--- config.mk ---
export PLATFORM = sky130hd
export DESIGN_NAME = uart_top
export DESIGN_NICKNAME = d
export VERILOG_FILES = /design/src/hdl/uart_pkg.sv /design/src/hdl/uart_baud_gen.sv /design/src/hdl/uart_rx.sv /design/src/hdl/uart_tx.sv /design/src/hdl/uart_regs.sv /design/src/hdl/uart_top.sv
export SDC_FILE = /design/constraint.sdc
export NUM_CORES = 1
export LEC_CHECK = 0
export ABC_AREA = 1
export BUFFER_PORTS_ARGS = -buffer_cell sky130_fd_sc_hd__buf_2
export CORE_MARGIN = 3
export CORE_UTILIZATION = 64
export DETAILED_ROUTE_END_ITERATION = 8
export HOLD_SLACK_MARGIN = 0.03
export PLACE_DENSITY = 0.86
export SETUP_SLACK_MARGIN = 0.4
export SYNTH_ARGS = -nofsm -noshare
export SYNTH_HDL_FRONTEND = slang
export SYNTH_SLANG_ARGS = --single-unit
--- constraint.sdc ---
create_clock -name i_clk -period 3.21 [get_ports i_clk]
set_input_delay 0.642 -clock i_clk [delete_from_list [all_inputs] [get_ports i_clk]]
set_output_delay 0.642 -clock i_clk [all_outputs]
set_load 0.01 [all_outputs]
--- src/hdl/uart_pkg.sv ---
`default_nettype none

package uart_pkg;

  ////////////////////////////////////////////////////////////////////////////
  // Bus and character widths.
  ////////////////////////////////////////////////////////////////////////////

  localparam int DATA_W  = 16;
  localparam int ADDR_W  = 11;
  localparam int NB_BITS = 8;

  // First register of the UART window on the CPU bus.
  localparam logic [ADDR_W-1:0] BASE_ADDR = '0;

  ////////////////////////////////////////////////////////////////////////////
  // Baud timing.
  ////////////////////////////////////////////////////////////////////////////

  localparam int CLKS_PER_TICK = 2;   // Clock cycles per oversampling tick.
  localparam int OVERSAMPLE    = 16;  // Ticks per serial bit.

  localparam int TICK_CNT_W = $clog2(CLKS_PER_TICK);
  localparam int OS_CNT_W   = $clog2(OVERSAMPLE);
  localparam int BIT_CNT_W  = $clog2(NB_BITS);

  // Tick on which the receiver checks the middle of the start bit.
  localparam int START_MID = OVERSAMPLE / 2 - 1;

  ////////////////////////////////////////////////////////////////////////////
  // Register map and state encodings.
  ////////////////////////////////////////////////////////////////////////////

  typedef enum logic [ADDR_W-1:0] {
    REG_TX_DATA  = 11'd0,
    REG_TX_DONE  = 11'd1,
    REG_TX_START = 11'd2,
    REG_RX_DATA  = 11'd3,
    REG_RX_DONE  = 11'd4
  } reg_addr_e;

  typedef enum logic [1:0] {
    RX_IDLE,
    RX_START,
    RX_DATA,
    RX_STOP
  } rx_state_e;

  typedef enum logic [1:0] {
    TX_IDLE,
    TX_START,
    TX_DATA,
    TX_STOP
  } tx_state_e;

  // One CPU bus cycle.
  typedef struct packed {
    logic              cs;     // Chip select.
    logic              we;     // 1 writes, 0 reads.
    logic [ADDR_W-1:0] addr;
    logic [DATA_W-1:0] wdata;
  } bus_req_t;

endpackage

`default_nettype wire

--- src/hdl/uart_baud_gen.sv ---
`timescale 1ns/1ps
`default_nettype none

module uart_baud_gen (
  input  logic i_clk,
  input  logic i_rst,
  output logic o_tick
);

  localparam logic [uart_pkg::TICK_CNT_W-1:0] LAST_CNT =
    uart_pkg::TICK_CNT_W'(uart_pkg::CLKS_PER_TICK - 1);

  logic [uart_pkg::TICK_CNT_W-1:0] cnt;

  // Free-running divider. The tick is high for one clock at each wrap.
  always_ff @(posedge i_clk) begin
    if (i_rst) begin
      cnt    <= '0;
      o_tick <= 1'b0;
    end else if (cnt == LAST_CNT) begin
      cnt    <= '0;
      o_tick <= 1'b1;
    end else begin
      cnt    <= cnt + 1'b1;
      o_tick <= 1'b0;
    end
  end

endmodule

`default_nettype wire

--- src/hdl/uart_rx.sv ---
`timescale 1ns/1ps
`default_nettype none

module uart_rx (
  input  logic                        i_clk,
  input  logic                        i_rst,
  input  logic                        i_tick,
  input  logic                        i_rx,
  output logic [uart_pkg::NB_BITS-1:0] o_data,
  output logic                        o_done
);

  localparam logic [uart_pkg::OS_CNT_W-1:0] OS_LAST =
    uart_pkg::OS_CNT_W'(uart_pkg::OVERSAMPLE - 1);
  localparam logic [uart_pkg::OS_CNT_W-1:0] OS_MID =
    uart_pkg::OS_CNT_W'(uart_pkg::START_MID);
  localparam logic [uart_pkg::BIT_CNT_W-1:0] BIT_LAST =
    uart_pkg::BIT_CNT_W'(uart_pkg::NB_BITS - 1);

  uart_pkg::rx_state_e state;

  logic                          rx_meta;
  logic                          rx_sync;
  logic [uart_pkg::OS_CNT_W-1:0]  os_cnt;
  logic [uart_pkg::BIT_CNT_W-1:0] bit_cnt;
  logic [uart_pkg::NB_BITS-1:0]   shreg;
  logic                          load_data;

  // The line idles high, so the synchronizer resets to 1.
  always_ff @(posedge i_clk) begin
    if (i_rst) begin
      rx_meta <= 1'b1;
      rx_sync <= 1'b1;
    end else begin
      rx_meta <= i_rx;
      rx_sync <= rx_meta;
    end
  end

  ////////////////////////////////////////////////////////////////////////////
  // Frame FSM.
  ////////////////////////////////////////////////////////////////////////////

  always_ff @(posedge i_clk) begin
    if (i_rst) begin
      state   <= uart_pkg::RX_IDLE;
      os_cnt  <= '0;
      bit_cnt <= '0;
      o_done  <= 1'b0;
    end else begin
      o_done <= 1'b0;
      case (state)
        uart_pkg::RX_IDLE: begin
          if (!rx_sync) begin
            state  <= uart_pkg::RX_START;
            os_cnt <= '0;
          end
        end
        uart_pkg::RX_START: begin
          if (i_tick) begin
            if (os_cnt == OS_MID) begin
              // A glitch that is gone by mid-bit is not a start bit.
              state   <= rx_sync ? uart_pkg::RX_IDLE : uart_pkg::RX_DATA;
              os_cnt  <= '0;
              bit_cnt <= '0;
            end else begin
              os_cnt <= os_cnt + 1'b1;
            end
          end
        end
        uart_pkg::RX_DATA: begin
          if (i_tick) begin
            os_cnt <= os_cnt + 1'b1;   // Wraps to 0 after the last tick.
            if (os_cnt == OS_LAST) begin
              if (bit_cnt == BIT_LAST) state <= uart_pkg::RX_STOP;
              bit_cnt <= bit_cnt + 1'b1;
            end
          end
        end
        default: begin
          if (i_tick) begin
            os_cnt <= os_cnt + 1'b1;
            if (os_cnt == OS_LAST) begin
              state  <= uart_pkg::RX_IDLE;
              o_done <= rx_sync;       // Low stop bit drops the frame.
            end
          end
        end
      endcase
    end
  end

  assign load_data = (state == uart_pkg::RX_STOP) && i_tick && (os_cnt == OS_LAST) && rx_sync;

  // Data bits arrive LSB first.
  always_ff @(posedge i_clk) begin
    if ((state == uart_pkg::RX_DATA) && i_tick && (os_cnt == OS_LAST)) begin
      shreg <= {rx_sync, shreg[uart_pkg::NB_BITS-1:1]};
    end
    if (load_data) begin
      o_data <= shreg;
    end
  end

endmodule

`default_nettype wire

--- src/hdl/uart_tx.sv ---
`timescale 1ns/1ps
`default_nettype none

module uart_tx (
  input  logic                        i_clk,
  input  logic                        i_rst,
  input  logic                        i_tick,
  input  logic                        i_start,
  input  logic [uart_pkg::NB_BITS-1:0] i_data,
  output logic                        o_tx,
  output logic                        o_done
);

  localparam logic [uart_pkg::OS_CNT_W-1:0] OS_LAST =
    uart_pkg::OS_CNT_W'(uart_pkg::OVERSAMPLE - 1);
  localparam logic [uart_pkg::BIT_CNT_W-1:0] BIT_LAST =
    uart_pkg::BIT_CNT_W'(uart_pkg::NB_BITS - 1);

  uart_pkg::tx_state_e state;

  logic [uart_pkg::OS_CNT_W-1:0]  os_cnt;
  logic [uart_pkg::BIT_CNT_W-1:0] bit_cnt;
  logic [uart_pkg::NB_BITS-1:0]   shreg;
  logic                          bit_end;

  assign bit_end = i_tick && (os_cnt == OS_LAST);

  ////////////////////////////////////////////////////////////////////////////
  // Frame FSM.
  ////////////////////////////////////////////////////////////////////////////

  always_ff @(posedge i_clk) begin
    if (i_rst) begin
      state   <= uart_pkg::TX_IDLE;
      os_cnt  <= '0;
      bit_cnt <= '0;
      o_tx    <= 1'b1;
      o_done  <= 1'b0;
    end else begin
      o_done <= 1'b0;
      if (state != uart_pkg::TX_IDLE && i_tick) os_cnt <= os_cnt + 1'b1;
      case (state)
        uart_pkg::TX_IDLE: begin
          // Start is still high during the done pulse; it is cleared a cycle later.
          if (i_tick && i_start && !o_done) begin
            state  <= uart_pkg::TX_START;
            os_cnt <= '0;
            o_tx   <= 1'b0;
          end
        end
        uart_pkg::TX_START: begin
          if (bit_end) begin
            state   <= uart_pkg::TX_DATA;
            bit_cnt <= '0;
            o_tx    <= shreg[0];
          end
        end
        uart_pkg::TX_DATA: begin
          if (bit_end) begin
            bit_cnt <= bit_cnt + 1'b1;
            if (bit_cnt == BIT_LAST) begin
              state <= uart_pkg::TX_STOP;
              o_tx  <= 1'b1;
            end else begin
              o_tx <= shreg[0];
            end
          end
        end
        default: begin
          if (bit_end) begin
            state  <= uart_pkg::TX_IDLE;
            o_done <= 1'b1;
          end
        end
      endcase
    end
  end

  // The byte is latched at frame start, so later writes do not disturb it.
  always_ff @(posedge i_clk) begin
    if (state == uart_pkg::TX_IDLE) begin
      shreg <= i_data;
    end else if (bit_end && state != uart_pkg::TX_STOP) begin
      shreg <= {1'b1, shreg[uart_pkg::NB_BITS-1:1]};
    end
  end

endmodule

`default_nettype wire

--- src/hdl/uart_regs.sv ---
`timescale 1ns/1ps
`default_nettype none

module uart_regs (
  input  logic                        i_clk,
  input  logic                        i_rst,
  input  uart_pkg::bus_req_t          i_bus,
  output logic [uart_pkg::DATA_W-1:0]  o_rdata,
  input  logic [uart_pkg::NB_BITS-1:0] i_rx_data,
  input  logic                        i_rx_done,
  input  logic                        i_tx_done,
  output logic [uart_pkg::NB_BITS-1:0] o_tx_data,
  output logic                        o_tx_start
);

  logic [uart_pkg::DATA_W-1:0] tx_data_q;
  logic [uart_pkg::DATA_W-1:0] tx_done_q;
  logic [uart_pkg::DATA_W-1:0] tx_start_q;
  logic [uart_pkg::DATA_W-1:0] rx_data_q;
  logic [uart_pkg::DATA_W-1:0] rx_done_q;

  logic [uart_pkg::ADDR_W-1:0] addr_off;
  logic                       bus_wr;
  logic                       bus_rd;

  assign addr_off = i_bus.addr - uart_pkg::BASE_ADDR;
  assign bus_wr   = i_bus.cs && i_bus.we;
  assign bus_rd   = i_bus.cs && !i_bus.we;

  ////////////////////////////////////////////////////////////////////////////
  // Bus writes, then hardware updates.
  ////////////////////////////////////////////////////////////////////////////

  always_ff @(posedge i_clk) begin
    if (i_rst) begin
      tx_data_q  <= '0;
      tx_done_q  <= '0;
      tx_start_q <= '0;
      rx_data_q  <= '0;
      rx_done_q  <= '0;
    end else begin
      if (bus_wr) begin
        case (addr_off)
          uart_pkg::REG_TX_DATA:  tx_data_q  <= i_bus.wdata;
          uart_pkg::REG_TX_DONE:  tx_done_q  <= i_bus.wdata;
          uart_pkg::REG_TX_START: tx_start_q <= i_bus.wdata;
          uart_pkg::REG_RX_DATA:  rx_data_q  <= i_bus.wdata;
          uart_pkg::REG_RX_DONE:  rx_done_q  <= i_bus.wdata;
          default: ;  // Outside the window.
        endcase
      end
      // Placed after the bus writes so that the UART side wins a collision.
      if (i_rx_done) begin
        rx_data_q <= {{(uart_pkg::DATA_W-uart_pkg::NB_BITS){1'b0}}, i_rx_data};
        rx_done_q <= uart_pkg::DATA_W'(1);
      end
      if (i_tx_done) begin
        tx_done_q  <= uart_pkg::DATA_W'(1);
        tx_start_q <= '0;   // Lets the CPU side run again.
      end
    end
  end

  ////////////////////////////////////////////////////////////////////////////
  // Registered reads.
  ////////////////////////////////////////////////////////////////////////////

  always_ff @(posedge i_clk) begin
    if (i_rst) begin
      o_rdata <= '0;
    end else if (bus_rd) begin
      case (addr_off)
        uart_pkg::REG_TX_DATA:  o_rdata <= tx_data_q;
        uart_pkg::REG_TX_DONE:  o_rdata <= tx_done_q;
        uart_pkg::REG_TX_START: o_rdata <= tx_start_q;
        uart_pkg::REG_RX_DATA:  o_rdata <= rx_data_q;
        uart_pkg::REG_RX_DONE:  o_rdata <= rx_done_q;
        default: ;  // Keeps the last value read.
      endcase
    end
  end

  assign o_tx_data  = tx_data_q[uart_pkg::NB_BITS-1:0];
  assign o_tx_start = tx_start_q[0];

endmodule

`default_nettype wire

--- src/hdl/uart_top.sv ---
`timescale 1ns/1ps
`default_nettype none

module uart_top (
  input  logic                       i_clk,
  input  logic                       i_rst,
  input  uart_pkg::bus_req_t         i_bus,
  output logic [uart_pkg::DATA_W-1:0] o_rdata,
  input  logic                       i_rx,
  output logic                       o_tx,
  output logic                       o_cpu_enable
);

  logic                        tick;
  logic [uart_pkg::NB_BITS-1:0] rx_data;
  logic                        rx_done;
  logic [uart_pkg::NB_BITS-1:0] tx_data;
  logic                        tx_start;
  logic                        tx_done;

  // High for the whole transmission, so the CPU can stall on it.
  assign o_cpu_enable = tx_start;

  uart_regs u_regs (
    .i_clk      (i_clk),
    .i_rst      (i_rst),
    .i_bus      (i_bus),
    .o_rdata    (o_rdata),
    .i_rx_data  (rx_data),
    .i_rx_done  (rx_done),
    .i_tx_done  (tx_done),
    .o_tx_data  (tx_data),
    .o_tx_start (tx_start)
  );

  uart_baud_gen u_baud_gen (
    .i_clk  (i_clk),
    .i_rst  (i_rst),
    .o_tick (tick)
  );

  uart_rx u_rx (
    .i_clk  (i_clk),
    .i_rst  (i_rst),
    .i_tick (tick),
    .i_rx   (i_rx),
    .o_data (rx_data),
    .o_done (rx_done)
  );

  uart_tx u_tx (
    .i_clk   (i_clk),
    .i_rst   (i_rst),
    .i_tick  (tick),
    .i_start (tx_start),
    .i_data  (tx_data),
    .o_tx    (o_tx),
    .o_done  (tx_done)
  );

endmodule

`default_nettype wire

==> impl_metrics.tcl, run 1 <==
set metrics [dict create \
    via_per_inst 5.72 \
    syn_area_per_cell_um2 7.62 \
    first_pass_iters 6 \
    min_path_type "input pin to flip-flop" \
    status "complete, no violations" \
    track_usage_pct 30.0 \
    gp_routability_congestion 0.883 \
    tightest_slew_ns 1.17 \
    synth_nets 903 \
    holdWs_ns 0.298 \
    ant_nets 0 \
    cts_root_buffer "clkbuf_8" \
    cts_resized 0 \
    antenna_found_initial 0 \
    slew_headroom_pct 21.3 \
    wl_mm 16.5 \
    area_delta_synth_final_pct 13.0 \
    drtIter0Drc 653 \
    yosysWarnings 0 \
    cts_num_sinks 145 \
    post-dp-hpwl_mm 10.8 \
    n_antenna_cell 0 \
    hold_end "u_rx.rx_meta" \
    finalCriticalPeriod_ns 2.20 \
    fin_cells 1038 \
    reg2reg_slack_ns 1.01 \
    fin_ws_ns 1.01 \
    synth-seq-cells 145 \
    dieArea_mm2 0.0115 \
    numPortBuffers 49 \
    synthCells 857 \
    fin_nets 938 \
    place_ws_ns 0.666 \
    cts_buffers 17 \
    ir_drop_v 0.000569 \
    holdPathStages 2 \
    clockBufferDepth 2 \
    r2r_end "u_tx.shreg[7]" \
    synth_cell_types 33 \
    p_leak_nw 3.32 \
    hold_violations 0 \
    start_util_pct 66.2 \
    ys_seq_area_share_pct 48.1 \
    die-width_um 107 \
    worstRegToRegCells 4 \
    maxCapViolCount 0 \
    overflow 0 \
    post_cts_buffers 0 \
    fill_cells 686 \
    drive_above_1_share_pct 12.4 \
    path_clk_slew_ns 0.06 \
    synth_area_mm2 0.00653 \
    fp.dieH_um 107 \
    ctsHoldBuffers 0 \
    rsz0062_at_grt "false" \
    clock_skew_ns 0.00562 \
    cp-start-kind "flip-flop" \
    setup.worst_path.start "u_tx.state[0]" \
    tritoncts "done" \
    slew_viol_final 0 \
    pin_count 50 \
    dp_cells 1006 \
    wl_per_cell_um 15.9 \
    r2r-start "u_tx.state[0]" \
    drc 0 \
    clk_latency_ns 0.53 \
    fin_tns_setup_ns 0 \
    path_class "flip-flop to flip-flop" \
    cp.required_ns 3.33 \
    min_from "i_rx" \
    fmax_mhz 454 \
    grt_pass1_wl_mm 27.3 \
    fin_area_mm2 0.00739 \
    grt_pass1_vias 5894 \
    htree_levels 4 \
    core_mm2 0.00986 \
    grt_max_degree 43 \
    end_kind "flip-flop" \
    num_rows 36 \
    mostFrequentLayoutCells "nand2_1 (137), nor2_1 (125), dfxtp_1 (121), nand3_1 (96)" \
    setup_violations 0 \
    period_share_pct 68.7 \
    final_common_cell "nand2_1" \
    placed_area_mm2 0.00680 \
    powerDensity_mw_per_mm2 590 \
    via_count 5940 \
    cp_max_fo 20 \
    cp_data_arrival_time_ns 2.32 \
]
## cells in the mapped netlist (all sizes together)
| library cell | n | share of area (%) |
|---|---|---|
| a211oi | 4 | 0.46 |
| a21boi | 1 | 0.17 |
| a21oi | 64 | 4.9 |
| buf | 20 | 2.0 |
| clkbuf | 22 | 1.3 |
| dfxtp | 121 | 37 |
| edfxtp | 24 | 11 |
| ha | 14 | 2.7 |
| inv | 94 | 5.4 |
| nand2 | 140 | 8.3 |
| nand3 | 102 | 8.5 |
| nand4 | 2 | 0.19 |
| nor2 | 130 | 8.0 |
| nor3 | 7 | 0.54 |
| nor3b | 1 | 0.11 |
| nor4 | 2 | 0.19 |
| o211a | 6 | 0.92 |
| o21ai | 97 | 7.5 |
| or2 | 3 | 0.29 |
| xnor2 | 1 | 0.13 |
| xor2 | 2 | 0.27 |
## cells by family (layout without fill, tap and decap cells)
kind of cell / Yosys count / count (layout) / synth area share [%]
buf+inv: 136 / 184 / 8.64
flops: 145 / 145 / 48.1
simple gates: 387 / 387 / 26.2
fa+ha+maj: 14 / 14 / 2.68
xor+xnor: 3 / 3 / 0.402
compound gates: 172 / 172 / 14.0
## how the worst max path moves through the flow
stage,to,cells after the start
6_report,u_tx.shreg[7],4
3_3_place_gp,u_regs.o_rdata[4],9
4_1_cts,u_tx.shreg[7],4
5_1_grt,u_tx.shreg[7],4
3_5_place_dp,u_regs.o_rdata[4],9
2_1_floorplan,u_tx.shreg[0],6
## stage by stage
| stage | util (%) | power [mW] |
|---|---|---|
| after floorplan | - | 2.30 |
| after global placement | 68.9 | 2.40 |
| after detailed placement | 68.9 | 2.43 |
| after CTS | 74.9 | 4.36 |
| after global routing | 74.9 | 4.50 |
| final | 74.9 | 4.36 |
## critical path, stage by stage, from the launching register on
cell     delay, ns
dfxtp_1       0.40
inv_1         0.10
ha_1          0.29
inv_1         0.43
o21ai_0       0.57
## final cells by class
cell class                      count  area (um2)  area share (%)
Sequential cell                   145        3140            42.6
Clock buffer                       18         418            5.66
Timing Repair Buffer               58         313            4.24
Inverter                           94         353            4.78
Multi-Input combinational cell    576        2830            38.3
Clock inverter                     14         166            2.25
Tap cell                          133         166            2.25
## report_power, final
| part | internal (mW) | leakage, nW | switching (mW) |
|---|---|---|---|
| registers | 1.93 | 1.21 | 0.0411 |
| clock network | 1.18 | 0.278 | 0.768 |
| logic | 0.130 | 1.83 | 0.308 |
## sequential cells by signal, summed over array words and instances (netlist names), 2 cells and up
name	flops
u_regs.rx_data_q	16
u_tx.shreg	8
u_rx.os_cnt	4
u_regs.o_rdata	16
u_regs.tx_done_q	16
u_tx.state	2
u_tx.os_cnt	4
u_regs.tx_start_q	16
u_tx.bit_cnt	3
u_rx.bit_cnt	3
u_rx.o_data	8
u_rx.shreg	8
u_regs.tx_data_q	16
u_rx.state	2
u_regs.rx_done_q	16
## per-layer routing
layer  global-route usage [%]  share of wire, %
met1                     34.9                39
met2                     52.9                50
met3                     4.76               7.8
met4                     15.4               3.2
met5                        0                 0
Power figures use the tool's default switching activity.
==> inputs of run 2 (changes only) <==
--- a/config.mk
+++ b/config.mk
@@ -8,10 +8,10 @@
 export ABC_AREA = 1
 export BUFFER_PORTS_ARGS = -buffer_cell sky130_fd_sc_hd__buf_2
 export CORE_MARGIN = 3
-export CORE_UTILIZATION = 64
+export CORE_UTILIZATION = 60
 export DETAILED_ROUTE_END_ITERATION = 8
 export HOLD_SLACK_MARGIN = 0.03
-export PLACE_DENSITY = 0.86
+export PLACE_DENSITY = 0.82
 export SETUP_SLACK_MARGIN = 0.4
 export SYNTH_ARGS = -nofsm -noshare
 export SYNTH_HDL_FRONTEND = slang
==> constraint.sdc (replaced) <==
create_clock -name i_clk -period 2.2 [get_ports i_clk]
set_input_delay 0.44 -clock i_clk [delete_from_list [all_inputs] [get_ports i_clk]]
set_output_delay 0.44 -clock i_clk [all_outputs]
set_load 0.01 [all_outputs]
==> run 2 against run 1 <==
Effect of this change: total power increased by 52%; clock-buffer cell count increased by 4; sequential share of layout area decreased by 1.3 points; critical path type unchanged; highest routed layer unchanged; clock skew increased by 0.0041 ns; critical endpoint is now u_rx.os_cnt[3].
==> impl_metrics.tcl, run 2 (synthesis gave the netlist of run 1 again) <==
set metrics [dict create \
    maxCapViolCount 0 \
    via_per_inst 5.66 \
    pwr-share-comb_pct 11.3 \
    pin_count 50 \
    clockBufferDepth 2 \
    clk_latency_ns 0.53 \
    ant_nets 0 \
    drc 0 \
    tritoncts "done" \
    grt_pass1_wl_mm 27.0 \
    setup_violations 0 \
    p_clk_share_pct 45.3 \
    path_clk_slew_ns 0.06 \
    seqPwrFrac_pct 43.4 \
    cts_root_buffer "clkbuf_8" \
    grt_pass1_vias 5665 \
    powerDensity_mw_per_mm2 868 \
    start_util_pct 62.4 \
    ir_drop_v 0.000731 \
    path_class "flip-flop to flip-flop" \
    cp_data_arrival_time_ns 2.25 \
    clock_skew_ns 0.00970 \
    finalCriticalPeriod_ns 1.79 \
    first_pass_iters 5 \
    num_rows 37 \
    rsz0062_at_grt "false" \
    p_leak_nw 3.44 \
    fmax_mhz 559 \
    cp.required_ns 2.66 \
    dieArea_mm2 0.0122 \
    cts_num_sinks 145 \
    cts_buffers 17 \
    wl_mm 16.9 \
    drive_above_1_share_pct 15.1 \
    tightest_slew_ns 0.718 \
    slew_viol_final 0 \
    min_path_type "input pin to flip-flop" \
    end_kind "flip-flop" \
    fill_cells 809 \
    p_sw_share_pct 24.7 \
    power.switching_mw 1.63 \
    cp-start-kind "flip-flop" \
    fin_area_mm2 0.00761 \
    status "complete, no violations" \
    fp.dieH_um 110 \
    met3_usage_pct 6.87 \
    final_common_cell "nand2_1" \
    period_share_pct 81.3 \
    drtIter0Drc 602 \
    wl_per_cell_um 15.9 \
    htree_levels 4 \
    grtUsageMet1_pct 35.1 \
    regArea_mm2 0.00314 \
    overflow 0 \
    post-dp-hpwl_mm 11.4 \
    fin_util_pct 72.8 \
    numPortBuffers 49 \
    track_usage_pct 28.7 \
    fin_tns_setup_ns 0 \
    crit_slowest_cell "dfxtp_1" \
    top_usage_layer "met2" \
    grt_max_degree 33 \
    placed_area_mm2 0.00694 \
    multiInputGateArea_mm2 0.00287 \
    slew_headroom_pct 52.1 \
    worstPathCellList "inv_1, ha_2, nand2_1, a21boi_4, nand4_1, or2_2, a21oi_1" \
    mostFrequentLayoutCells "nand2_1 (137), nor2_1 (122), dfxtp_1 (120), nand3_1 (96), inv_1 (89)" \
    gp_routability_congestion 0.902 \
    core_mm2 0.0105 \
    area_delta_synth_final_pct 16.5 \
    via_count 5985 \
    cp_max_fo 6 \
    hold_violations 0 \
    fin_nets 956 \
    use_met2_pct 48.1 \
    intPower_mw 4.98 \
    die-width_um 110 \
    slowest_delay_ns 0.36 \
    n_antenna_cell 0 \
    antenna_found_initial 0 \
]
[run 2: changes by cell type in the layout (fill, tap and decap cells not counted), moves of 3 or more]
cell | previous run | this run
o21ai_1 | 5 | 8
o21ai_0 | 90 | 86
nor2_1 | 125 | 122
buf_4 | 9 | 26
[run 2: what timing repair did]
| item | in CTS | in global routing |
|---|---|---|
| resized for setup | 2 | 13 |
| buffers inserted | 0 | 2 |
| pin swaps | 0 | 1 |
| endpoints found under the setup margin | 11 | 9 |
| hold buffers | 0 | 0 |
[run 2: worst paths after layout]
check	start	end	slack, ns	cells past startpoint
worst max-delay path	u_rx.state[0]	u_rx.os_cnt[3]	0.41	7
worst min-delay path	i_rx	u_rx.rx_meta	0.09	2
worst max register to register	u_rx.state[0]	u_rx.os_cnt[3]	0.41	7
worst min register to register	u_baud_gen.cnt	u_baud_gen.cnt	0.41	1
[run 2: layer usage]
layer / up-vias / wire, um
met5: - / 0
met4: 0 / 367
met3: 38 / 1380
met2: 274 / 8490
met1: 2759 / 6620
li1: 2914 / -
[run 2: worst max-delay path, delay by kind of cell, from the launching register on]
kind | cells | cell delay (ns)
simple gates | 3 | 0.62
buf+inv | 1 | 0.12
flops | 1 | 0.36
compound gates | 2 | 0.37
fa+ha+maj | 1 | 0.26
[run 2: area by class of cell]
type / count / share of cell area, %
Inverter: 94 / 4.63
Sequential cell: 145 / 41.3
Timing Repair Buffer: 76 / 6.05
Clock inverter: 8 / 1.64
Tap cell: 136 / 2.24
Clock buffer: 22 / 6.51
Multi-Input combinational cell: 576 / 37.6
[run 2: through the flow]
stage	total power [mW]	setup WS, ns	std cells	hold slack [ns]
after global placement	3.51	0.313	1025	0.402
final	6.61	0.411	1057	0.0865
after floorplan	3.36	0.520	857	0.389
after CTS	6.54	0.409	1055	0.0768
after global routing	6.86	0.265	1057	0.0722
after detailed placement	3.56	0.254	1025	0.407
[run 2: power groups by stage]
stage / combinational (mW) / clock [mW] / sequential, mW
detailed placement: 0.641 / 0 / 2.92
CTS: 0.662 / 3.01 / 2.87
global placement: 0.598 / 0 / 2.92
floorplan: 0.449 / 0 / 2.91
finish: 0.746 / 3.00 / 2.87
global route: 0.827 / 3.16 / 2.88
